==> config.mk <==
export PLATFORM = sky130hd
export DESIGN_NAME = word_mem
export DESIGN_NICKNAME = d
export VERILOG_FILES = /design/src/verilog/word_mem.sv
export VERILOG_INCLUDE_DIRS = /design/src /design/src/verilog
export SDC_FILE = /design/constraint.sdc
export NUM_CORES = 2
export LEC_CHECK = 0
export ABC_CLOCK_PERIOD_IN_PS = 3900
export BUFFER_PORTS_ARGS = -buffer_cell sky130_fd_sc_hd__buf_4
export CAP_MARGIN = 40
export CORE_MARGIN = 10
export CORE_UTILIZATION = 45
export DETAILED_ROUTE_END_ITERATION = 16
export PLACE_DENSITY = 0.56
export SYNTH_ARGS = -nofsm -noshare
export SYNTH_HDL_FRONTEND = slang
export SYNTH_SLANG_ARGS = --single-unit
==> constraint.sdc <==
create_clock -name clk -period 3.9 [get_ports clk]
set_input_delay 0.195 -clock clk [delete_from_list [all_inputs] [get_ports clk]]
set_output_delay 0.195 -clock clk [all_outputs]
set_load 0.005 [all_outputs]
==> src/verilog/cpu_consts.svh <==
////////////////////////////////////////////////////////////////////////////
// cpu width and size constants
////////////////////////////////////////////////////////////////////////////

`ifndef CPU_CONSTS_SVH
`define CPU_CONSTS_SVH

// data path and instruction word width
`define CPU_WORD_W 16

// architectural registers, r0 reads as zero
`define CPU_NUM_REGS 8

// instruction memory byte address, 256 words
`define CPU_IMEM_AW 9

// data memory byte address, 256 words
`define CPU_DMEM_AW 9

`endif

==> src/verilog/word_mem.sv <==
////////////////////////////////////////////////////////////////////////////
// word memory, async read and clocked write
////////////////////////////////////////////////////////////////////////////

`timescale 1ns/1ps

`include "cpu_consts.svh"

module word_mem #(
   // byte address width, bit 0 is dropped
   parameter int unsigned addr_w = 9
) (
   input  logic                   clk,
   input  logic                   en,
   input  logic                   wr,
   input  logic [addr_w-1:0]      addr,
   input  logic [`CPU_WORD_W-1:0] wdata,
   output logic [`CPU_WORD_W-1:0] rdata
);

   localparam int unsigned depth = 2 ** (addr_w - 1);

   // word storage
   logic [`CPU_WORD_W-1:0] mem [0:depth-1];

   // word index from byte address
   logic [addr_w-2:0] word_idx;

   assign word_idx = addr[addr_w-1:1];

   ////////////////////////////////////////////////////////////////////////////
   // read path
   ////////////////////////////////////////////////////////////////////////////

   // zero unless a read is actually requested
   assign rdata = (en && !wr) ? mem[word_idx] : '0;

   ////////////////////////////////////////////////////////////////////////////
   // write path
   ////////////////////////////////////////////////////////////////////////////

   always_ff @(posedge clk) begin
      // same-address read and write in one cycle is not supported
      if (en && wr) begin
         mem[word_idx] <= wdata;
      end
   end

endmodule

* After elaboration in Yosys (flattened, before gate mapping)
Memory sizes are Yosys's and may differ from the RTL's.
Index checks and enable logic that the tools add are counted.
** Cells by class
- Reductions and logical operators :: 3
- Mux-type cells :: 3
** Operator list (count)
- 2-to-1 mux 16 bit :: 1
- logical AND 1 bit :: 2
- 2-to-1 mux 1 bit :: 2
- logical NOT 1 bit :: 1
** Storage, ports and cells
- Memories kept :: 1
- RAM bits :: 4096
- Register bits :: 0
- Output and inout bits :: 16
- Bits of input ports :: 28
- Logic and storage cells :: 7
** Memory list
- mem :: words 256, width 16, rd ports 1, clocked after Yosys merged registers in 0, write ports 1, line word_mem.sv:24 : logic [`CPU_WORD_W-1:0] mem [0:depth-1];

* Logic depth before layout (Yosys ltp)
- Depth after elaboration :: 3
- Depth in mapped cells :: 12
- Gate-level depth less buffers :: 7

* Worst setup path after synthesis
Ideal clock, no wire load.
- Path kind :: in2reg
- Start :: input addr[1]
- End :: memory mem[182][0] (netlist name), enable pin
- Library setup time :: 0.388 ns
- Buffers on the path :: 7
- Cell stages on the path :: 10
- Slack :: 1.008 ns
- Arrival time :: 2.503 ns
- Cells stage by stage :: buf_4 -> buf_6 -> buf_6 -> buf_6 -> buf_4 -> buf_4 -> nor3_2 -> nand2_1 -> clkbuf_1 -> nor2_1
** RTL lines
- start: declaration :: line word_mem.sv:16 : input logic [addr_w-1:0] addr,
- end: declaration :: line word_mem.sv:24
Straight into the memory's write port.

* Worst setup path after layout
- Start :: memory mem[237][14] (netlist name)
- End :: output rdata[14]
** Between the ends
- Word-level cells in the longest chain between the ends :: 2
** RTL lines
- memory (256 x 16 bit)
- 2-to-1 mux 16 bit :: line word_mem.sv:36 : assign rdata = (en && !wr) ? mem[word_idx] : '0;
- end: declaration :: line word_mem.sv:18 : output logic [`CPU_WORD_W-1:0] rdata
Every way passes these cells.

==> summary.md <==
| Metric | Value |
|---|---|
| Status | finished clean |
| Final Non-Filler Cells | 13,527 |
| Critical path type | reg -> out |
| Initial antenna violation count | 25 |
| Leak | between 60 and 70 nW |
| Unique masters post-synth | 38 |
| Vias | 79,802 |
| Overall Global Routing Usage | 21.76% |
| Core Box Area | 0.3470 mm2 |
| CP Capture Type | output pin |
| Total CTS buffers | approximately 420 |
| Clk buf depth | 4 |
| GRT overflow | 0 |
| Critical Path Most Common Cell | buf_4 |
| Hold crit path type | in -> reg |
| Die area | 0.3734 mm2 |
| Placed Cells | ~13,000 |
| Slowest CP cell | or3b_4 |
| CTS Root Cell | clkbuf_16 |
| Top reg by flops | mem |
| Min-Delay Endpoint | mem[221][14]$_DFFE_PP_ |
| Number of synthesized register bits | between 4,000 and 5,000 |
| Period minus WS final | slightly below 4 ns |
| Worst path required time | ~3.7 ns |
| CP peak stage delay | roughly 0.45 ns |
| I/O pins | between 40 and 50 |
| Starting DRC count in detailed routing | approximately 8,900 |
| Crit-path leading delay family | simple AND/OR/NAND/NOR gates |
| DPL Wire Length | 252,000 um |
| Final Max Tran Viols | 0 |
| Die X | around 610 um |
| Port Buf Inserts | 42 |
| Cell Chain, Critical Path | mux2i_1 > o22ai_1 > nor4_1 > buf_4 > nand3_1 > o21ai_2 > nand4_1 > buf_4 > or3b_4 > buf_6 |
| Slew margin rel. | 23.55% |
| Pwr per Cell Area | about 500 mW/mm2 |
| CTS H-tree depth | 5 |
| Vias/cell | 5.899 |
| Worst-Margin Slew | ~1.1 ns |
| Largest net degree at the start of global routing | about 130 |
| Largest registers | mem x4096 |
| Fmax | 257.1 MHz |
| First-pass GRT wire length | slightly below 600,000 um |
| Worst Path Buf+Inv | 3 |
| RSZ-0062 raised after global routing | yes |
| Mapped Nets | approximately 7,800 |
| Yosys top cell by area | edfxtp_1 |
| Post-Syn Area | roughly 0.16 mm2 |
| Max FFs per register | ~4,100 |
| Peak supply drop | just under 0.0004 V |
| Mapped Cells | 7,785 |
| Post-route clock period utilization | 99.74% |
| Final ANT Viol Nets | 0 |
| Initial Util | a little under half |
| Largest cells by area after synthesis | edfxtp_1 78%, mux4_2 6.9%, mux2i_1 6.9% |
| Synth Warn # | 0 |
| Drt wl/cell | around 31 um |
| Worst setup SP type | register |
| Layout cells sized above 1 | 22.27% |
| Post-synthesis sequential area ratio | 78.23% |
| Post-route DRC | 0 |
| Vias in the first global route | about 80,000 |
| Wirelength, routed | 416,600 um |
| Async SR Flop Fraction | 0% |
| Post-CTS Repair Setup Buffers | 0 |
| Core Rows | ~220 |
| Post-synth EDFFs | slightly above 4,000 |
| Nets | ~8,600 |
| Final Hold Viols | 0 |
| Routability cong. | 0.8416 |
| DR pass1 iterations | 5 |
| Syn Area/Cell | a little over 20 um2 |
| Number of max-cap violations | 0 |
| Hold path cells | 4 |
| Die Span Y | ~600 um |
| Top cell type's share of synthesized area | 78.23% |
| Leading register cell type out of synthesis | edfxtp_1 |
| Clock sinks | between 4,000 and 5,000 |
| Worst Path Arrival | roughly 3.7 ns |
| Final setup fails | 0 |
| Fin util | approximately 53% |
| CP max FO | 1 |
| Syn-to-layout area delta | 16.08% |
| Hold path start | addr[7] |
| CTS tree | built |
| Clock-pin slew on the worst setup and hold paths | around 0.060 ns |
[metrics by stage]
stage,setup WS [ns],cell area [um2],hold WS (ns),power [W],TNS [ns]
global route,-0.1056,182500,0.07057,0.09371,-0.1224
finish,0.009981,182500,0.08720,0.09110,0
floorplan,1.008,157200,0.2939,0.05139,0
CTS,-0.003048,182400,0.009908,0.09176,-0.003048
global placement,-0.4600,169000,0.6347,0.05362,-1.368
detailed placement,-0.1888,169100,0.6402,0.05370,-0.2768
[worst max-delay path by stage]
stage	start	end	slack, ns	cells after the start
after floorplan	addr[1]	mem[182][0]$_DFFE_PP_	1.01	10
after global placement	addr[1]	rdata[15]	-0.46	13
after detailed placement	addr[1]	rdata[15]	-0.19	14
after CTS	mem[78][14]$_DFFE_PP_	rdata[14]	-0.003	11
after global routing	mem[15][14]$_DFFE_PP_	rdata[14]	-0.11	11
final	mem[237][14]$_DFFE_PP_	rdata[14]	0.01	10
[Yosys cell counts, types with 89 or more instances]
library cell  number
edfxtp_1        4096
o22ai_1          256
nand2b_1         132
clkbuf_1         228
nand3_1           89
o21ai_0          119
nor2_1           267
mux4_2           483
buf_2            140
a22oi_1          193
a221o_1          143
mux2i_1         1083
[layout make-up]
class	instances	area, um2
Inverter	2	10.01
Sequential cell	4096	123000
Clock buffer	497	10880
Clock inverter	262	2106
Multi-Input combinational cell	3225	32430
Fill cell	27214	164500
Timing Repair Buffer	860	8339
Antenna cell	7	17.52
Tap cell	4578	5728
[routing by layer]
metal | vias up | share of wire [%] | track usage [%]
met5 | - | 0 | 0
met1 | 42501 | 43 | 31.36
met3 | 536 | 6.5 | 3.235
li1 | 34066 | - | -
met4 | 0 | 2.6 | 5.143
met2 | 2699 | 48 | 35.28
[cell families after synthesis]
group           share of synthesized area [%]
flops                                   78.23
mux                                     13.81
compound gates                          4.160
simple gates                            2.364
buf+inv                                 1.429
[power by group]
part / total, W / switching, W / internal [W]
logic: 0.00429 / 0.00274 / 0.00155
registers: 0.0485 / 0.0000112 / 0.0485
clock network: 0.0383 / 0.0164 / 0.0219
[cells in the final DEF (no fill, tap or decap), types with 77 or more instances in the layout]
cell type,Yosys,final
a221o_1,143,143
nand2b_1,132,131
mux2i_1,1083,1082
nor2_1,267,245
edfxtp_1,4096,4096
a221oi_1,77,77
mux4_2,483,483
clkinv_2,0,79
o22ai_1,256,254
o21ai_0,119,110
a22oi_1,193,193
buf_4,54,688
nand3_1,89,86
clkbuf_16,0,424
clkinv_1,0,125
buf_12,0,131
[timing repair]
| item | in CTS | in global routing |
|---|---|---|
| endpoints found under the hold margin | 1627 | 0 |
| endpoints found under the setup margin | 9 | 13 |
| resized for setup | 34 | 30 |
| pin swaps | 2 | 14 |
| hold buffers | 16 | 0 |
Power figures use the tool's default switching activity.
