$ cat config.mk
export PLATFORM = sky130hd
export DESIGN_NAME = reg_file
export DESIGN_NICKNAME = d
export VERILOG_FILES = /design/src/verilog/reg_file.sv
export VERILOG_INCLUDE_DIRS = /design/src /design/src/verilog
export SDC_FILE = /design/constraint.sdc
export NUM_CORES = 1
export LEC_CHECK = 0
export BUFFER_PORTS_ARGS = -buffer_cell sky130_fd_sc_hd__buf_2
export CELL_PAD_IN_SITES_DETAIL_PLACEMENT = 1
export CELL_PAD_IN_SITES_GLOBAL_PLACEMENT = 1
export CORE_AREA = 2 2 116 118
export DETAILED_ROUTE_END_ITERATION = 10
export DIE_AREA = 0 0 118 120
export PLACE_DENSITY = 0.8
export RECOVER_POWER = 50
export SYNTH_ARGS = -nofsm -noshare
export SYNTH_HDL_FRONTEND = slang
export SYNTH_SLANG_ARGS = --single-unit
$ cat constraint.sdc
create_clock -name clk -period 1.8 [get_ports clk]
set_input_delay 0.36 -clock clk [delete_from_list [all_inputs] [get_ports clk]]
set_output_delay 0.36 -clock clk [all_outputs]
set_load 0.005 [all_outputs]
$ cat src/verilog/cpu_consts.svh
////////////////////////////////////////////////////////////////////////////
// cpu width and size constants
////////////////////////////////////////////////////////////////////////////

`ifndef CPU_CONSTS_SVH
`define CPU_CONSTS_SVH

// data path and instruction word width
`define CPU_WORD_W 16

// architectural registers, r0 reads as zero
`define CPU_NUM_REGS 8

// instruction memory byte address, 256 words
`define CPU_IMEM_AW 9

// data memory byte address, 256 words
`define CPU_DMEM_AW 9

`endif

$ cat src/verilog/reg_file.sv
////////////////////////////////////////////////////////////////////////////
// register file, two read ports and one write port
////////////////////////////////////////////////////////////////////////////

`timescale 1ns/1ps

`include "cpu_consts.svh"

module reg_file (
   input  logic                   clk,
   input  logic                   rst,
   input  logic [2:0]             ra,
   input  logic [2:0]             rb,
   output logic [`CPU_WORD_W-1:0] rdata_a,
   output logic [`CPU_WORD_W-1:0] rdata_b,
   input  logic                   we,
   input  logic [2:0]             waddr,
   input  logic [`CPU_WORD_W-1:0] wdata
);

   localparam int unsigned num_regs = `CPU_NUM_REGS;

   logic [`CPU_WORD_W-1:0] regs [0:num_regs-1];

   // write port
   // r0 is never written, so entry 0 keeps its reset value
   always_ff @(posedge clk) begin
      if (rst) begin
         for (int i = 0; i < num_regs; i++) begin
            regs[i] <= '0;
         end
      end else if (we && (waddr != 3'd0)) begin
         regs[waddr] <= wdata;
      end
   end

   // read ports, combinational
   // r0 forced to zero on the read side as well
   always_comb begin
      rdata_a = regs[ra];
      rdata_b = regs[rb];
      if (ra == 3'd0) begin
         rdata_a = '0;
      end
      if (rb == 3'd0) begin
         rdata_b = '0;
      end
   end

endmodule

* After elaboration in Yosys (flattened, before gate mapping)
Memories as Yosys holds them, arrays and structs flattened.
Cells that the tools add are included.
** Word-level totals
- Bits in writable memories :: 128
- Memory bits (read-only) :: 0
- Bits of input ports :: 28
- Bits in latches :: 0
- Memories :: 1
- Word-level logic and storage cells :: 16
- Register bits :: 0
** Memories
- regs :: depth 8, width 16, read ports 2, clocked after memory_dff 0, write ports 8, line reg_file.sv:23 : logic [`CPU_WORD_W-1:0] regs [0:num_regs-1];
** Cells by class
- Reduce and logical (&&, ||, !) cells :: 5
- Eq/ne operators :: 0
- Mux-type cells :: 10
- Bitwise operators :: 0
- Divide/modulo/power cells :: 0
- Multipliers :: 0
- Shifts and indexed selects :: 0
- Magnitude comparators :: 0
- Add/sub/neg operators :: 0
** Operators with widths (number)
- 16-bit two-way mux :: 3
- 16-bit OR reduction :: 1
- 3-bit logical NOT :: 2
- 1-bit two-way mux :: 6
- 3-bit two-way mux :: 1
- 3-bit nonzero test :: 1
- 1-bit logical AND :: 1

* Longest topological paths before layout
- Depth in word-level cells :: 7
- Mapped depth :: 6
- Mapped depth without buffers :: 3

* Worst setup path after synthesis
No wires, ideal clock.
- Path type :: input port to output port
- From :: in rb[0]
- To :: out rdata_b[11]
- Buffers on the path :: 2
- Data arrival time :: 1.257 ns
- Stages :: 5
- Data required time :: 1.440 ns
- Path slack :: 0.183 ns
- Path through :: buf_4 -> buf_6 -> mux2_2 -> a221oi_1 -> a221oi_1
** Between the ends
- Cells in the longest elaborated chain, start to end :: 2
- Elaborated cells on any way between the ends :: 3
- Classes of those cells :: 1 x mux; 1 x reduce/logical; 1 x memory
** Ends and longest elaborated chain
- start, declared :: line reg_file.sv:13 : input logic [2:0] rb,
- memory read 8 x 16 bit or 3-bit logical NOT (tied branches)
- 16-bit two-way mux * :: line reg_file.sv:45 : if (rb == 3'd0) begin
- end, declared :: line reg_file.sv:15 : output logic [`CPU_WORD_W-1:0] rdata_b,
Mark *: on every way between the ends. The rest lies on a longest branch, timed or not.

* Worst setup path in the final report
- From :: in ra[1]
- To :: out rdata_a[10]
** Between the ends
- Cells in the longest elaborated chain, start to end :: 2
- Elaborated cells on any way between the ends :: 3
- Classes of those cells :: 1 x mux; 1 x reduce/logical; 1 x memory
** Ends and longest elaborated chain
- start, declared :: line reg_file.sv:12 : input logic [2:0] ra,
- memory read 8 x 16 bit or 3-bit logical NOT (tied branches)
- 16-bit two-way mux * :: line reg_file.sv:42 : if (ra == 3'd0) begin
- end, declared :: line reg_file.sv:14 : output logic [`CPU_WORD_W-1:0] rdata_a,
Marked as above.

==> impl_metrics.csv <==
group,metric,value,unit
critical_path,endpoint_kind,"output pin",
critical_path,cp.required,1440,ps
sta,worst_pin_slew,829.5,ps
route,dr_total_vias,5149,
global_route,grt_pass1_wl,32.18,mm
die,dieWidth,118,µm
clock_tree,cts_tree,"built",
critical_path,arrival,1680,ps
final_layout,seqCellArea,3363,µm²
synth,synth.top_cells.by_count,"edfxtp_1, and2_1, mux2i_1",
place,port_buffers,59,
synth,yosysTopAreaCell,"edfxtp_1",
die,start_util,47.53,%
sta,rsz0062_at_grt,"yes",
critical_path,crit_buf_inv,3,
final_layout,reg_top3,"regs: 112 flops",
final_layout,largest_register_ff_count,112,
final_layout,syn2layout_area_growth,34.72,%
global_route,gr-total-overflow,0,
power_and_ir_drop,power,0.006541,W
die,die_y,120,µm
synth,synth_cell_types,27,
synth,synthTopCellsByArea,"edfxtp_1, and2_1, mux2i_1, a221oi_1, mux2_2",
critical_path,slowest_delay,480,ps
critical_path,crit_path_cell_trace,"buf_6, buf_12, nand2b_1, a211oi_1, a311oi_2, buf_2",
global_route,grt_max_degree,18,
sta,final_max_slew_viol_count,0,
synth,synth_ff_type,"edfxtp_1",
synth,synth_edf_count,112,
route,routedWlPerCell,31.93,µm
final_layout,nets,637,
final_layout,largest_register,"regs",
clock_tree,cts_root_buf,"clkbuf_16",
critical_path,crit_cells,6,
die,die-area,14160,µm²
synth,synthesis.area,6170,µm²
final_layout,post_route_cells_drive_above_1_share,45.99,%
clock_tree,cts.clk_slew.worst_paths,80,ps
global_route,antenna_found_initial,0,
flow_run,maxCapViolations,0,
route,drtIter0Drc,616,
sta,max_freq,0.4904,GHz
synth,synth.most_common_cell,"edfxtp_1",
sta,post-route-min-period,2039,ps
route,wirelength,25.13,mm
sta,finalSetupTns,-4767,ps
worst_hold_path,min_path_type,"input pin to flop",
route,first_pass_iters,5,
clock_tree,numCtsBuffers,9,
route,ant_nets,0,
sta,final.period_utilization,113.3,%
synth,syn_avg_cell_area,13.18,µm²
die,ios,60,
final_layout,fillerInstances,1276,
clock_tree,clock_path_buffers,2,
die,rows,42,
synth,synth_top_cell_area_share,54.51,%
die,core_area,12980,µm²
synth,syn_nets,496,
synth,yosysWarnings,0,
global_route,grt_usage,30.95,%
clock_tree,htree_levels,3,
clock_tree,cts_hold_buf,0,
critical_path,cp-start-kind,"input pin",
route,drc,0,
route,viasPerCell,6.543,
place,dp_hpwl,12.39,mm
power_and_ir_drop,power_density,786.9,nW/µm²
synth,synth_seq_area_share,54.51,%
clock_tree,clock-sinks,112,
critical_path,crit_slowest_cell,"a211oi_1",
critical_path,path_class,"input pin to output pin",
place,gp_congestion,0.8199,
power_and_ir_drop,ir_drop,0.5009,mV
status,status,"finished with violations",
worst_hold_path,whs_path_depth,2,
global_route,grt_pass1_vias,5297,
sta,fin_ws,-239.3,ps
sta,setup-violations-final,31,
final_layout,multiInputGateArea,3127,µm²
critical_path,crit_family,"compound AO/OA/AOI/OAI gates",
sta,slew_headroom,44.70,%
power_and_ir_drop,p_leak,3.252,nW
status,violations,"setup timing",
synth,synth_seq_cells,112,
final_layout,n_antenna_cell,0,
synth,async_reset_ff_share,0,%
critical_path,critPathMaxFanout,15,
synth,synthCells,468,
sta,hold_viol,0,
[cells by family after synthesis]
family	count (synthesis)	share of synthesized area [%]
simple gates	154	16.37
flops	112	54.51
buf+inv	41	4.421
mux	80	13.63
compound gates	81	11.07
[cell usage in the layout, fill, tap and decap left out, drive strengths merged, types with 4 or more instances in the layout]
| master | netlist | final |
|---|---|---|
| buf | 28 | 158 |
| and2 | 113 | 113 |
| edfxtp | 112 | 112 |
| mux2i | 48 | 48 |
| a221oi | 46 | 46 |
| mux2 | 32 | 32 |
| clkbuf | 12 | 21 |
| nor2b | 19 | 19 |
| a211oi | 16 | 16 |
| a311oi | 16 | 16 |
| or2 | 7 | 7 |
| nor2 | 6 | 6 |
| nand2b | 4 | 4 |
[worst paths after layout]
kind                     start           to
worst min-delay path  wdata[6]   regs[1][6]
worst max-delay path     ra[1]  rdata_a[10]
[power by group]
group | leakage (nW) | total (W) | internal, W | switching, W
Combinational | 2.04 | 0.00132 | 0.000612 | 0.000712
Sequential | 1.07 | 0.00317 | 0.00304 | 0.000129
Clock | 0.135 | 0.00205 | 0.00106 | 0.000990
Total | 3.25 | 0.00654 | 0.00471 | 0.00183
[timing repair]
action	4_1_cts	5_1_grt
cloned	0	1
hold endpoints to repair	0	0
pin swaps	10	17
setup buffers	24	28
resized for setup	80	39
setup endpoints to repair	32	32
[per-stage QoR]
step           area (µm²)  worst slack, ps  hold WS, ps  cells  utilization (%)
4_1_cts              7894           -160.3        353.4    759            60.82
6_report             8312           -239.3        345.3    787            64.04
2_1_floorplan        6170            183.3        558.2    468                -
3_5_place_dp         7009           -246.6        718.0    722            54.00
5_1_grt              8312           -249.8        358.1    787            64.04
3_3_place_gp         7009           -179.4        698.8    722            54.00
[layout make-up]
| cell class | instances | share of cell area [%] |
|---|---|---|
| Sequential cell | 112 | 40.46 |
| Multi-Input combinational cell | 315 | 37.62 |
| Clock buffer | 9 | 2.710 |
| Clock inverter | 4 | 0.5720 |
| Timing Repair Buffer | 170 | 15.94 |
| Tap cell | 176 | 2.649 |
| Inverter | 1 | 0.04516 |
[layer usage]
layer	routed length (µm)	up-vias	share of wire, %	track usage [%]
met3	1886	71	7.5	6.036
met2	12730	331	51	54.22
met1	9570	2662	38	37.01
met5	0	-	0	0
li1	-	2085	-	-
met4	940	0	3.7	13.93
No activity file was read; power rests on OpenSTA's default activity.
