--- config.mk ---
export PLATFORM = sky130hd
export DESIGN_NAME = alu
export DESIGN_NICKNAME = d
export VERILOG_FILES = /design/src/verilog/cpu_pkg.sv /design/src/verilog/alu.sv
export VERILOG_INCLUDE_DIRS = /design/src /design/src/verilog
export SDC_FILE = /design/constraint.sdc
export NUM_CORES = 1
export LEC_CHECK = 0
export ABC_AREA = 1
export CAP_MARGIN = 20
export CORE_MARGIN = 1
export CORE_UTILIZATION = 65
export DETAILED_ROUTE_END_ITERATION = 16
export DONT_BUFFER_PORTS = 1
export PLACE_DENSITY = 0.81
export RECOVER_POWER = 25
export SLEW_MARGIN = 40
export SYNTH_ARGS = -nofsm -noshare
export SYNTH_HDL_FRONTEND = slang
export SYNTH_SLANG_ARGS = --single-unit
--- constraint.sdc ---
create_clock -name vclk -period 2.7
set_clock_uncertainty 0.1 [all_clocks]
set_input_delay 0.27 -clock vclk [all_inputs]
set_output_delay 0.27 -clock vclk [all_outputs]
set_load 0.05 [all_outputs]
--- src/verilog/cpu_consts.svh ---
////////////////////////////////////////////////////////////////////////////
// cpu width and size constants
////////////////////////////////////////////////////////////////////////////

`ifndef CPU_CONSTS_SVH
`define CPU_CONSTS_SVH

// data path and instruction word width
`define CPU_WORD_W 16

// architectural registers, r0 reads as zero
`define CPU_NUM_REGS 8

// instruction memory byte address, 256 words
`define CPU_IMEM_AW 9

// data memory byte address, 256 words
`define CPU_DMEM_AW 9

`endif

--- src/verilog/cpu_pkg.sv ---
////////////////////////////////////////////////////////////////////////////
// cpu opcode and alu operation types
////////////////////////////////////////////////////////////////////////////

package cpu_pkg;

   // instruction opcode, bits 15..12
   // codes 13 and 14 are unassigned and act as nop
   typedef enum logic [3:0] {
      OP_ADD  = 4'd0,
      OP_SUB  = 4'd1,
      OP_AND  = 4'd2,
      OP_OR   = 4'd3,
      OP_XOR  = 4'd4,
      OP_SLL  = 4'd5,
      OP_SRL  = 4'd6,
      OP_SLT  = 4'd7,
      OP_ADDI = 4'd8,
      OP_LW   = 4'd9,
      OP_SW   = 4'd10,
      OP_BEQZ = 4'd11,
      OP_BNEZ = 4'd12,
      OP_HALT = 4'd15
   } opcode_t;

   // alu function select
   typedef enum logic [2:0] {
      ALU_ADD = 3'd0,
      ALU_SUB = 3'd1,
      ALU_AND = 3'd2,
      ALU_OR  = 3'd3,
      ALU_XOR = 3'd4,
      ALU_SLL = 3'd5,
      ALU_SRL = 3'd6,
      ALU_SLT = 3'd7
   } alu_op_t;

endpackage

--- src/verilog/alu.sv ---
////////////////////////////////////////////////////////////////////////////
// 16-bit combinational alu
////////////////////////////////////////////////////////////////////////////

`timescale 1ns/1ps

`include "cpu_consts.svh"

module alu (
   input  cpu_pkg::alu_op_t       op,
   input  logic [`CPU_WORD_W-1:0] a,
   input  logic [`CPU_WORD_W-1:0] b,
   output logic [`CPU_WORD_W-1:0] y
);

   // shift amount from low four bits of b
   logic [3:0] shamt;

   // signed compare for slt
   logic lt;

   assign shamt = b[3:0];
   assign lt    = $signed(a) < $signed(b);

   ////////////////////////////////////////////////////////////////////////////
   // operation select
   ////////////////////////////////////////////////////////////////////////////

   always_comb begin
      case (op)
         // arithmetic, wraps mod 2^16
         cpu_pkg::ALU_ADD: begin
            y = a + b;
         end
         cpu_pkg::ALU_SUB: begin
            y = a - b;
         end

         // bitwise logic
         cpu_pkg::ALU_AND: begin
            y = a & b;
         end
         cpu_pkg::ALU_OR: begin
            y = a | b;
         end
         cpu_pkg::ALU_XOR: begin
            y = a ^ b;
         end

         // logical shifts
         cpu_pkg::ALU_SLL: begin
            y = a << shamt;
         end
         cpu_pkg::ALU_SRL: begin
            y = a >> shamt;
         end

         // set less than, result is 0 or 1
         cpu_pkg::ALU_SLT: begin
            y = {{(`CPU_WORD_W-1){1'b0}}, lt};
         end

         default: begin
            y = a + b;
         end
      endcase
   end

endmodule

* Word-level counts from Yosys, hierarchy flattened *
Cells that the tools add are included.

operators by class
  reductions and logical operators = 1
  order comparisons = 1
  bitwise gates (word level) = 3
  multiply operators = 0
  shift-type cells = 2
  mux-type cells = 1
  add/sub/neg operators = 2
  eq/ne operators = 7
  div/mod/pow operators = 0

operators by type and width
  operator              count
  $pmux W16 S8          1
  $add A16 B16 Y16      1
  $and A16 B16 Y16      1
  $lt A16 B16 Y1        1
  $or A16 B16 Y16       1
  $shl A16 B4 Y16       1
  $shr A16 B4 Y16       1
  $sub A16 B16 Y16      1
  $xor A16 B16 Y16      1
  $eq A3 B3 Y1 const B  4
  $eq A3 B2 Y1 const B  2
  $eq A3 B1 Y1 const B  1
  $logic_not A3 Y1      1

word-level totals
  memories = 0
  bits in latches = 0
  bits in writable memories = 0
  register bits = 0
  ROM bits = 0

* Longest topological paths before layout *
  depth in word-level cells = 2
  depth in mapped cells = 13

* Worst setup path after synthesis *
OpenSTA, ideal clock, no wires.

  kind = input-to-output
  start point = input port b[2]
  end point = output port y[10]
  path buffers = 1
  stages = 12
  path slack = -0.072 ns
  arrival = 2.402 ns
  path through = inv_1 > clkbuf_1 > ha_1 > inv_1 > nand3_1 > nand2_1 > nand2_1 > nand2_1 > nand2_1 > nand3_1 > nand3_1 > a21oi_1

on the way
  word-level cells in the longest chain between the ends = 2
  elaborated cells between the ends (all ways) = 5

RTL lines
  element                                   RTL line   RTL
  from (decl)                               alu.sv:12  input logic [`CPU_WORD_W-1:0] b,
  $sub A16 B16 Y16 (tied with other cells)  alu.sv:36  y = a - b;
  $pmux W16 S8 (*)                          alu.sv:30  case (op)
  to (decl)                                 alu.sv:13  output logic [`CPU_WORD_W-1:0] y

Every way passes the cells marked *; elsewhere a longest branch is shown, timed or not.

* Worst setup path after layout *
  start point = input port a[0]
  end point = output port y[14]

on the way
  word-level cells in the longest chain between the ends = 2
  elaborated cells between the ends (all ways) = 5

RTL lines
  element                                   RTL line   RTL
  from (decl)                               alu.sv:11  input logic [`CPU_WORD_W-1:0] a,
  $sub A16 B16 Y16 (tied with other cells)  alu.sv:36
  $pmux W16 S8 (*)                          alu.sv:30

Marked as above.

==> qor.csv <==
stage,metric,value,unit
timing,setup_violations,0,
synth,syn_nets,855,
final_layout,stdcell_count,832,
power,power_density,226.9,nW/um2
final_layout,regArea,0,um2
die,core_area,5642,um2
power,p_leak,0.002263,uW
place,pre_cts_slack,254.6,ps
die,start_util,68.68,%
die,io_pins,51,
detailed_routing,drtIter0Drc,725,
place,placed_cells,832,
setup_path,cp_max_fo,4,
timing,fin_setup_tns,0,ps
final_layout,nFlopsAndLatches,0,
die,fp-row-count,27,
setup_path,critPathKind,in2out,
place,place_hpwl,11.13,mm
detailed_routing,drc,0,
final_layout,drive_gt1_share,5.263,%
status,outcome,finished clean,
clock_network,cts_hold_buf,0,
synth,yosys_warnings,0,
setup_path,end_kind,output pin,
place,gp_congestion,1.047,
detailed_routing,avgRoutedWirePerCell,16.63,um
clock_network,cts_resized,0,
final_layout,final_util,71.43,%
global_route,antenna_found_initial,0,
setup_path,critPathBufInv,2,
setup_path,crit_arrival,2130,ps
timing,fin_hold_ws,808.5,ps
timing,worstMarginPinSlew,502.7,ps
detailed_routing,vias_per_cell,6.250,
detailed_routing,vias,5200,
die,die_w,79.21,um
setup_path,required,2330,ps
die,die_h,79.21,um
final_layout,num_antenna_cells,0,
global_route,grt_pass1_vias,4647,
timing,fin_crit_sh,92.42,%
final_layout,clkbuf_count,0,
run,maxCapViolations,0,
synth,avgSynthCellArea,5.039,um2
final_layout,final_nets,848,
setup_path,cp-start-kind,input port,
timing,finalHoldViolations,0,
setup_path,crit_path_cell_trace,ha_1 -> inv_1 -> fa_1 -> o21ai_1 -> nand2_1 -> nand2_1 -> nand2_1 -> nand2_1 -> nand2_1 -> nand3_1 -> nand3_1 -> buf_4,
synth,synthCells,769,
timing,max_freq,400.7,MHz
setup_path,cp_top_family,simple AND/OR/NAND/NOR gates,
clock_network,post-cts-setup-buffers,0,
setup_path,worst_path_most_repeated_cell,nand2_1,
global_route,grt_first_pass_wirelength,22.23,mm
place,port_buffers,0,
timing,grt_setup_unrepaired,no,
global_route,grt_use_total,44.56,%
timing,fin_crit,2495,ps
power,peakVddDrop,0.0001910,V
detailed_routing,wirelength,13.84,mm
worst_hold_path,hold_path_class,in2out,
synth,synth.yosys.seq_area_share,0,%
final_layout,syn_to_final_growth,4.004,%
detailed_routing,dr.pass1.iters,6,
setup_path,max_stage_delay,430,ps
setup_path,cp_slowest_cell,fa_1,
timing,fin_ws,204.7,ps
synth,synth.distinct_cells,38,
detailed_routing,ant_nets,0,
timing,relSlewSlack,66.45,%
die,die_area,6274,um2
timing,slew_violations,0,
global_route,grt_remaining_overflow,0,
synth,syn-cell-area,3875,um2
global_route,grt_start_max_net_pins,34,
cells in the mapped netlist:
master / count / area [um2]
nand3_1: 116 / 580.6
nor2_2: 1 / 6.260
nand3b_1: 1 / 7.510
ha_1: 49 / 613.1
and2_1: 3 / 18.77
nand2_1: 241 / 904.6
or2_2: 6 / 37.54
nand4_1: 11 / 68.82
fa_1: 2 / 40.04
o21a_1: 5 / 37.54
nor2_1: 76 / 285.3
clkbuf_1: 5 / 18.77
o211ai_1: 10 / 75.07
clkinv_1: 1 / 3.750
xor2_1: 4 / 35.03
o21ai_1: 3 / 15.01
buf_1: 7 / 26.28
inv_1: 96 / 360.4
o21bai_1: 3 / 22.52
nor3_1: 4 / 20.02
o2111ai_1: 1 / 8.760
nor3_4: 1 / 16.27
nand3_2: 1 / 10.01
buf_2: 13 / 65.06
o221ai_1: 1 / 8.760
buf_4: 5 / 37.54
clkbuf_2: 1 / 5.000
o21ai_0: 33 / 165.2
o22ai_1: 3 / 18.77
a21oi_1: 56 / 280.3
nand4_2: 1 / 12.51
buf_6: 1 / 11.26
clkbuf_8: 1 / 13.76
inv_2: 3 / 11.26
a211oi_1: 1 / 7.510
a21o_1: 1 / 7.510
a211oi_2: 1 / 12.51
a31oi_1: 1 / 6.260
report_power, final:
group / internal, uW / switching (uW) / leakage [uW]
registers: 0 / 0 / 0
clock network: 0 / 0 / 0
logic: 295 / 619 / 0.00226
path summary, 6_finish.rpt:
check	start	to	slack, ps	cells past startpoint
max	a[0]	y[14]	200	12
min	op[2]	y[2]	810	4
final cells by class:
type | instances | area (um2)
well taps | 72 | 90.09
inverters | 100 | 375.4
repair buffers | 24 | 235.2
fillers | 580 | 1612
multi-input cells | 636 | 3329
logic make-up after synthesis:
logic type                 Yosys count  share of synthesized area, %
AOI/OAI and AO/OA                  119                         17.18
adders and majority gates           51                         16.86
and+or+nand+nor                    462                         50.79
xor gates and xnor gates             4                        0.9040
buffers and inverters              133                         14.27
through the flow:
step / cell area, um2 / total power [uW]
floorplan: 3882 / 666.5
global placement: 4050 / 879.1
detailed placement: 4050 / 893.2
CTS: 4050 / 896.7
global route: 4030 / 991.1
finish: 4030 / 914.3
tightest hold or removal path, cell delays in order:
cell,delay (ps)
nor3_4,40
nand3_1,70
nand3_1,70
buf_4,190
per-layer routing:
metal	wire, um	vias to the layer above	track usage (%)
li1	-	2483	-
met1	5357	2233	56.81
met2	6099	431	74.48
met3	1859	53	8.046
met4	523	0	15.45
met5	0	-	0
placed cells by master (no fill, tap or decap):
cell type  synthesis  routed
nand2_1          241     241
nand3_1          116     116
inv_1             96      96
nor2_1            76      76
a21oi_1           56      54
ha_1              49      49
o21ai_0           33      33
buf_4              5      16
nand4_1           11      11
o211ai_1          10      10
or2_2              6       6
o21a_1             5       5
buf_12             0       5
nor3_1             4       4
xor2_1             4       4
inv_2              3       3
and2_1             3       3
o22ai_1            3       3
o21ai_1            3       3
o21bai_1           3       3
clkbuf_2           1       3
a21oi_2            0       2
fa_1               2       2
nor3_4             1       1
nand3_2            1       1
nand4_2            1       1
a31oi_1            1       1
clkinv_1           1       1
o2111ai_1          1       1
nand3b_1           1       1
nor2_2             1       1
a21o_1             1       1
a211oi_2           1       1
a211oi_1           1       1
o221ai_1           1       1
(Power assumes the default switching activity.)
