`src/verilog/cpu_consts.svh`:
```
////////////////////////////////////////////////////////////////////////////
// cpu width and size constants
////////////////////////////////////////////////////////////////////////////

`ifndef CPU_CONSTS_SVH
`define CPU_CONSTS_SVH

// data path and instruction word width
`define CPU_WORD_W 16

// architectural registers, r0 reads as zero
`define CPU_NUM_REGS 8

// instruction memory byte address, 256 words
`define CPU_IMEM_AW 9

// data memory byte address, 256 words
`define CPU_DMEM_AW 9

`endif

```
`src/verilog/cpu_pkg.sv`:
```
////////////////////////////////////////////////////////////////////////////
// cpu opcode and alu operation types
////////////////////////////////////////////////////////////////////////////

package cpu_pkg;

   // instruction opcode, bits 15..12
   // codes 13 and 14 are unassigned and act as nop
   typedef enum logic [3:0] {
      OP_ADD  = 4'd0,
      OP_SUB  = 4'd1,
      OP_AND  = 4'd2,
      OP_OR   = 4'd3,
      OP_XOR  = 4'd4,
      OP_SLL  = 4'd5,
      OP_SRL  = 4'd6,
      OP_SLT  = 4'd7,
      OP_ADDI = 4'd8,
      OP_LW   = 4'd9,
      OP_SW   = 4'd10,
      OP_BEQZ = 4'd11,
      OP_BNEZ = 4'd12,
      OP_HALT = 4'd15
   } opcode_t;

   // alu function select
   typedef enum logic [2:0] {
      ALU_ADD = 3'd0,
      ALU_SUB = 3'd1,
      ALU_AND = 3'd2,
      ALU_OR  = 3'd3,
      ALU_XOR = 3'd4,
      ALU_SLL = 3'd5,
      ALU_SRL = 3'd6,
      ALU_SLT = 3'd7
   } alu_op_t;

endpackage

```
`src/verilog/instr_decode.sv`:
```
////////////////////////////////////////////////////////////////////////////
// instruction field split and control decode
////////////////////////////////////////////////////////////////////////////

`timescale 1ns/1ps

`include "cpu_consts.svh"

module instr_decode (
   input  logic [`CPU_WORD_W-1:0] instr,
   output logic [2:0]             rd,
   output logic [2:0]             rs,
   output logic [2:0]             rt,
   output logic [`CPU_WORD_W-1:0] imm,
   output cpu_pkg::alu_op_t       alu_op,
   output logic                   use_imm,
   output logic                   reg_we,
   output logic                   mem_rd,
   output logic                   mem_wr,
   output logic                   is_beqz,
   output logic                   is_bnez,
   output logic                   is_halt
);

   cpu_pkg::opcode_t opcode;

   assign opcode = cpu_pkg::opcode_t'(instr[15:12]);

   ////////////////////////////////////////////////////////////////////////////
   // fields
   ////////////////////////////////////////////////////////////////////////////

   assign rd = instr[11:9];
   assign rs = instr[8:6];

   // second read port, store data comes from rd
   assign rt = (opcode == cpu_pkg::OP_SW) ? instr[11:9] : instr[5:3];

   // imm6 sign extended to word width
   assign imm = {{(`CPU_WORD_W-6){instr[5]}}, instr[5:0]};

   ////////////////////////////////////////////////////////////////////////////
   // control
   ////////////////////////////////////////////////////////////////////////////

   always_comb begin
      // defaults, also the nop behaviour for codes 13 and 14
      alu_op  = cpu_pkg::ALU_ADD;
      use_imm = 1'b0;
      reg_we  = 1'b0;
      mem_rd  = 1'b0;
      mem_wr  = 1'b0;
      is_beqz = 1'b0;
      is_bnez = 1'b0;
      is_halt = 1'b0;

      case (opcode)
         // r-type, rd = rs op rt
         cpu_pkg::OP_ADD,
         cpu_pkg::OP_SUB,
         cpu_pkg::OP_AND,
         cpu_pkg::OP_OR,
         cpu_pkg::OP_XOR,
         cpu_pkg::OP_SLL,
         cpu_pkg::OP_SRL,
         cpu_pkg::OP_SLT: begin
            alu_op = cpu_pkg::alu_op_t'(instr[14:12]);
            reg_we = 1'b1;
         end
         cpu_pkg::OP_ADDI: begin
            use_imm = 1'b1;
            reg_we  = 1'b1;
         end
         // address is rs + imm on the alu add
         cpu_pkg::OP_LW: begin
            use_imm = 1'b1;
            reg_we  = 1'b1;
            mem_rd  = 1'b1;
         end
         cpu_pkg::OP_SW: begin
            use_imm = 1'b1;
            mem_wr  = 1'b1;
         end
         cpu_pkg::OP_BEQZ: begin
            is_beqz = 1'b1;
         end
         cpu_pkg::OP_BNEZ: begin
            is_bnez = 1'b1;
         end
         cpu_pkg::OP_HALT: begin
            is_halt = 1'b1;
         end
         default: begin
         end
      endcase
   end

endmodule

```
`config.mk`:
```
export PLATFORM = sky130hd
export DESIGN_NAME = instr_decode
export DESIGN_NICKNAME = d
export VERILOG_FILES = /design/src/verilog/cpu_pkg.sv /design/src/verilog/instr_decode.sv
export VERILOG_INCLUDE_DIRS = /design/src /design/src/verilog
export SDC_FILE = /design/constraint.sdc
export NUM_CORES = 1
export LEC_CHECK = 0
export BUFFER_PORTS_ARGS = -buffer_cell sky130_fd_sc_hd__buf_2
export CAP_MARGIN = 20
export CORE_AREA = 2 2 39 41
export DETAILED_ROUTE_END_ITERATION = 6
export DIE_AREA = 0 0 41 43
export PLACE_DENSITY = 0.67
export SYNTH_ARGS = -nofsm -noshare
export SYNTH_HDL_FRONTEND = slang
export SYNTH_SLANG_ARGS = --single-unit
export TNS_END_PERCENT = 1
```
`constraint.sdc`:
```
create_clock -name vclk -period 0.85
set_input_delay 0.085 -clock vclk [all_inputs]
set_output_delay 0.085 -clock vclk [all_outputs]
set_load 0.02 [all_outputs]
```
# ---- Word level (Yosys, flattened, before mapping)
# Cells that the tools add are included.
dict set report totals {
  regBits 0
  latchBits 0
  ram_bits 0
  rom_bits 0
  input_bits 16
  n_memories 0
}
dict set report classes {
  addsub 0
  mul 0
  div_mod_pow 0
  order_cmp 0
  n_eq_ne 13
  shifts 0
  muxes 9
  bitwise 0
  n_reduce_logical 4
}
# cell n
set ops {}
lappend ops {{4-bit == test, second input constant} 6}
lappend ops {{4-bit by 3-bit == test with 1-bit output, second input constant} 4}
lappend ops {{10-bit OR reduction} 1}
lappend ops {{4-bit by 2-bit == test with 1-bit output, second input constant} 2}
lappend ops {{8-bit OR reduction} 1}
lappend ops {{1-bit two-way mux} 7}
lappend ops {{3-bit two-way mux} 2}
lappend ops {{4-bit by 1-bit == test with 1-bit output, second input constant} 1}
lappend ops {{4-bit zero test} 1}
lappend ops {{3-bit OR reduction} 1}

# ---- Depth between registers and ports, before layout
dict set report logic_depth {
  depth_word 3
  ltp_mapped 2
  ltp_nobuf 2
}

# ---- Worst setup path before layout
# Ideal clock, no wire load.
dict set report synth_timing {
  kind {input port to output port}
  startpoint {input port instr[12]}
  endpoint {output port rt[0]}
  arrival_ps 833
  required_time_ps 765
  path_slack_ps -68
  cell_stages 2
  cell_sequence {and4bb_4 mux2_4}
}
dict set report synth_between {
  elab_chain_len 2
}
# item line
set synth_rtl {}
lappend synth_rtl {{start: declaration} instr_decode.sv:10} ;# input logic [`CPU_WORD_W-1:0] instr,
lappend synth_rtl {{4-bit == test} instr_decode.sv:37} ;# assign rt = (opcode == cpu_pkg::OP_SW) ? instr[11:9] : instr[5:3];
lappend synth_rtl {{3-bit two-way mux} instr_decode.sv:37}
lappend synth_rtl {{end: declaration} instr_decode.sv:13} ;# output logic [2:0] rt,
# No other way between the ends.

# ---- Worst setup path after layout
dict set report layout_timing {
  startpoint {input port instr[14]}
  endpoint {output port rt[1]}
}
# The elaborated chain is that of the path after synthesis.

==> results.md <==
* Status: finished with violations
* Failing checks: setup timing
* Via count at slightly above 300
* Synth Area in Adders at 0
* Post-synth cell types at 11
* Vias in the first global route at between 200 and 300
* Antenna Cells at 0
* Critical path class: in2out
* Reg area at 0 sq um
* Sequential group share of total power at 0
* Total GRT Usage at 0.07093
* Cell Chain, Critical Path: buf_6 > and4bb_4 > mux2_4 > buf_6
* Slowest-stage cell, CP: and4bb_4
* Core Area at 1384 sq um
* Drt first pass iters at 2
* Die Area at about 1800 sq um
* Final setup margin at -224.0 ps
* Max-slew headroom at 0.9160
* Post-synthesis simple-gate area fraction at 0.2381
* Worst path top cell family by delay: simple AND/OR/NAND/NOR gates
* Pin count of the biggest net entering global routing at 12
* Ports at just over 50
* Clkbuf count at 0
* Clk pwr share at 0
* Peak supply drop at 179.4 uV
* CP Launch Type: input port
* Ranking of synthesized cells by area: buf_4 57%, mux2_4 16%, nor2b_1 6.5%, and4bb_4 5.6%, nand2_1 2.6%
* Initial antenna violation count at 0
* Pin slew with the least headroom to its limit at 125.4 ps
* Mean post-synth cell area at between 7 and 8 sq um
* Critical Path AT at slightly below 1000 ps
* Hold buffer count at CTS at 0
* Hold/Removal Path Class: in2out
* Final std cells w/o fill at 76
* Starting density of the core at 0.2089
* Mux cell area share after synthesis at 0.1558
* PD cells at about 650 nW/um^2
* Fill count at 163
* DRC errors left at 0
* GP Congestion at 0.5688
* Die height at 43 microns
* Count leader, synth: buf_4
* Avg WL per Cell at 9.237 microns
* Min Tclk post-route at ~1100 ps
* Worst endpoint required time at 760 ps
* Internal power at approximately 0.12 mW
* Overall power at around 0.28 mW
* Gate Count Post-Synth at 38
* Setup WS pre-CTS at -265.5 ps
* Slew Viols, Final at 0
* Syn Nets at between 50 and 60
* Slowest cell delay on critical path at between 300 and 400 ps
* Net Switching at between 0.15 and 0.2 mW
* Post-synth top cells: 22 x buf_4, 3 x mux2_4, 3 x nor2b_1
* Worst Setup End Kind: output port
* Period utilisation layout at 1.264
* Switching Fraction at 0.5659
* Fmax at a little over 900 MHz
* Combinational share of power at 1.000
* Leak at 0.2509 nW
* Seq cells at 0
* Setup-failing EPs final at 3
* Combinational family with the most area after synthesis: buffers and inverters
* First DRT Iteration DRCs at 2
* Synth Cell Area at about 290 sq um
* Num rows at 14
* Max-Cap Viols at 0
* First-pass GRT wire length at about 950 microns
* Synth area leader: buf_4
* Compound-Gate Fraction of Synth Area at 0.03463
* Port bufs at 39
* Nets at 78
* Final WL at 702 microns
* Remaining global-route overflow at 0
* Post-synthesis sequential area ratio at 0
* Placed insts at 76
* Setup repair bufs after CTS at 0
* Post-DRT Antenna Nets at 0
* Crit-path most repeated cell: buf_6
* Synth Warn # at 0
* Vias per cell at around 4
* Horiz. Die Dim at 41 microns
* Share of the synthesized area in the top cell type at 0.5714
* CP bufs+invs at 2
* Xor/xnor share of the synthesized area at 0
* Share of cells above drive strength 1 at 0.8500
* Critical Path Fanout Max at 4
* Dpl hpwl at 604.7 microns
* RSZ-0062 raised after global routing: true
* P&R area growth vs syn at 45.89%
* Fin. Hold Viols at 0
cell type report:
| cell class | count | area, sq um | area share |
|---|---|---|---|
| timing repair buffer | 44 | 260.3 | 0.6172 |
| multi-input combinational | 16 | 141.4 | 0.3353 |
| tap | 16 | 20.02 | 0.04748 |
power by group through the flow:
stage,Combinational [mW],Sequential [mW],Clock (mW)
3_3_place_gp,0.250,0,0
4_1_cts,0.276,0,0
5_1_grt,0.292,0,0
2_1_floorplan,0.227,0,0
3_5_place_dp,0.253,0,0
6_report,0.276,0,0
path summary, 6_finish.rpt:
check	from	end	slack, ps	cells after the start
worst min-delay path	instr[7]	rs[1]	170	0
worst max-delay path	instr[14]	rt[1]	-220	4
layer usage:
| metal | share of wire | GRT usage |
|---|---|---|
| met5 | 0 | 0 |
| met4 | 0.0057 | 0.01333 |
| met3 | 0.14 | 0.005236 |
| met2 | 0.55 | 0.1531 |
| met1 | 0.30 | 0.06013 |
repair_timing:
item | in CTS | in global routing
setup endpoints to repair | 6 | 5
endpoints found under the hold margin | 0 | 0
pin swaps | 2 | 0
gates resized for setup | 10 | 1
logic make-up after synthesis:
kind of cell | count (synthesis)
AO/OA/AOI/OAI | 2
buffers and inverters | 22
multiplexers | 3
AND/OR/NAND/NOR | 11
layout by cell type (no fill, tap or decap):
cell       n
buf_2     34
nand2_1    2
mux2_4     3
o21ai_1    1
and4bb_4   1
nand2b_4   1
a21oi_1    1
buf_6      4
nor3b_2    1
nor2_1     2
nor2b_1    3
nor3_2     1
buf_4      6
per-stage QoR:
step / instance area, sq um / TNS (ps) / util / hold WS [ps]
final: 421.7 / -667.1 / 0.3047 / 170.0
after detailed placement: 376.6 / -885.4 / 0.2722 / 170.1
after global routing: 421.7 / -772.1 / 0.3047 / 170.0
after CTS: 416.7 / -687.8 / 0.3011 / 170.1
after global placement: 376.6 / -890.9 / 0.2722 / 170.1
after floorplan: 289.0 / -222.0 / - / 248.1
(Power assumes the default switching activity.)
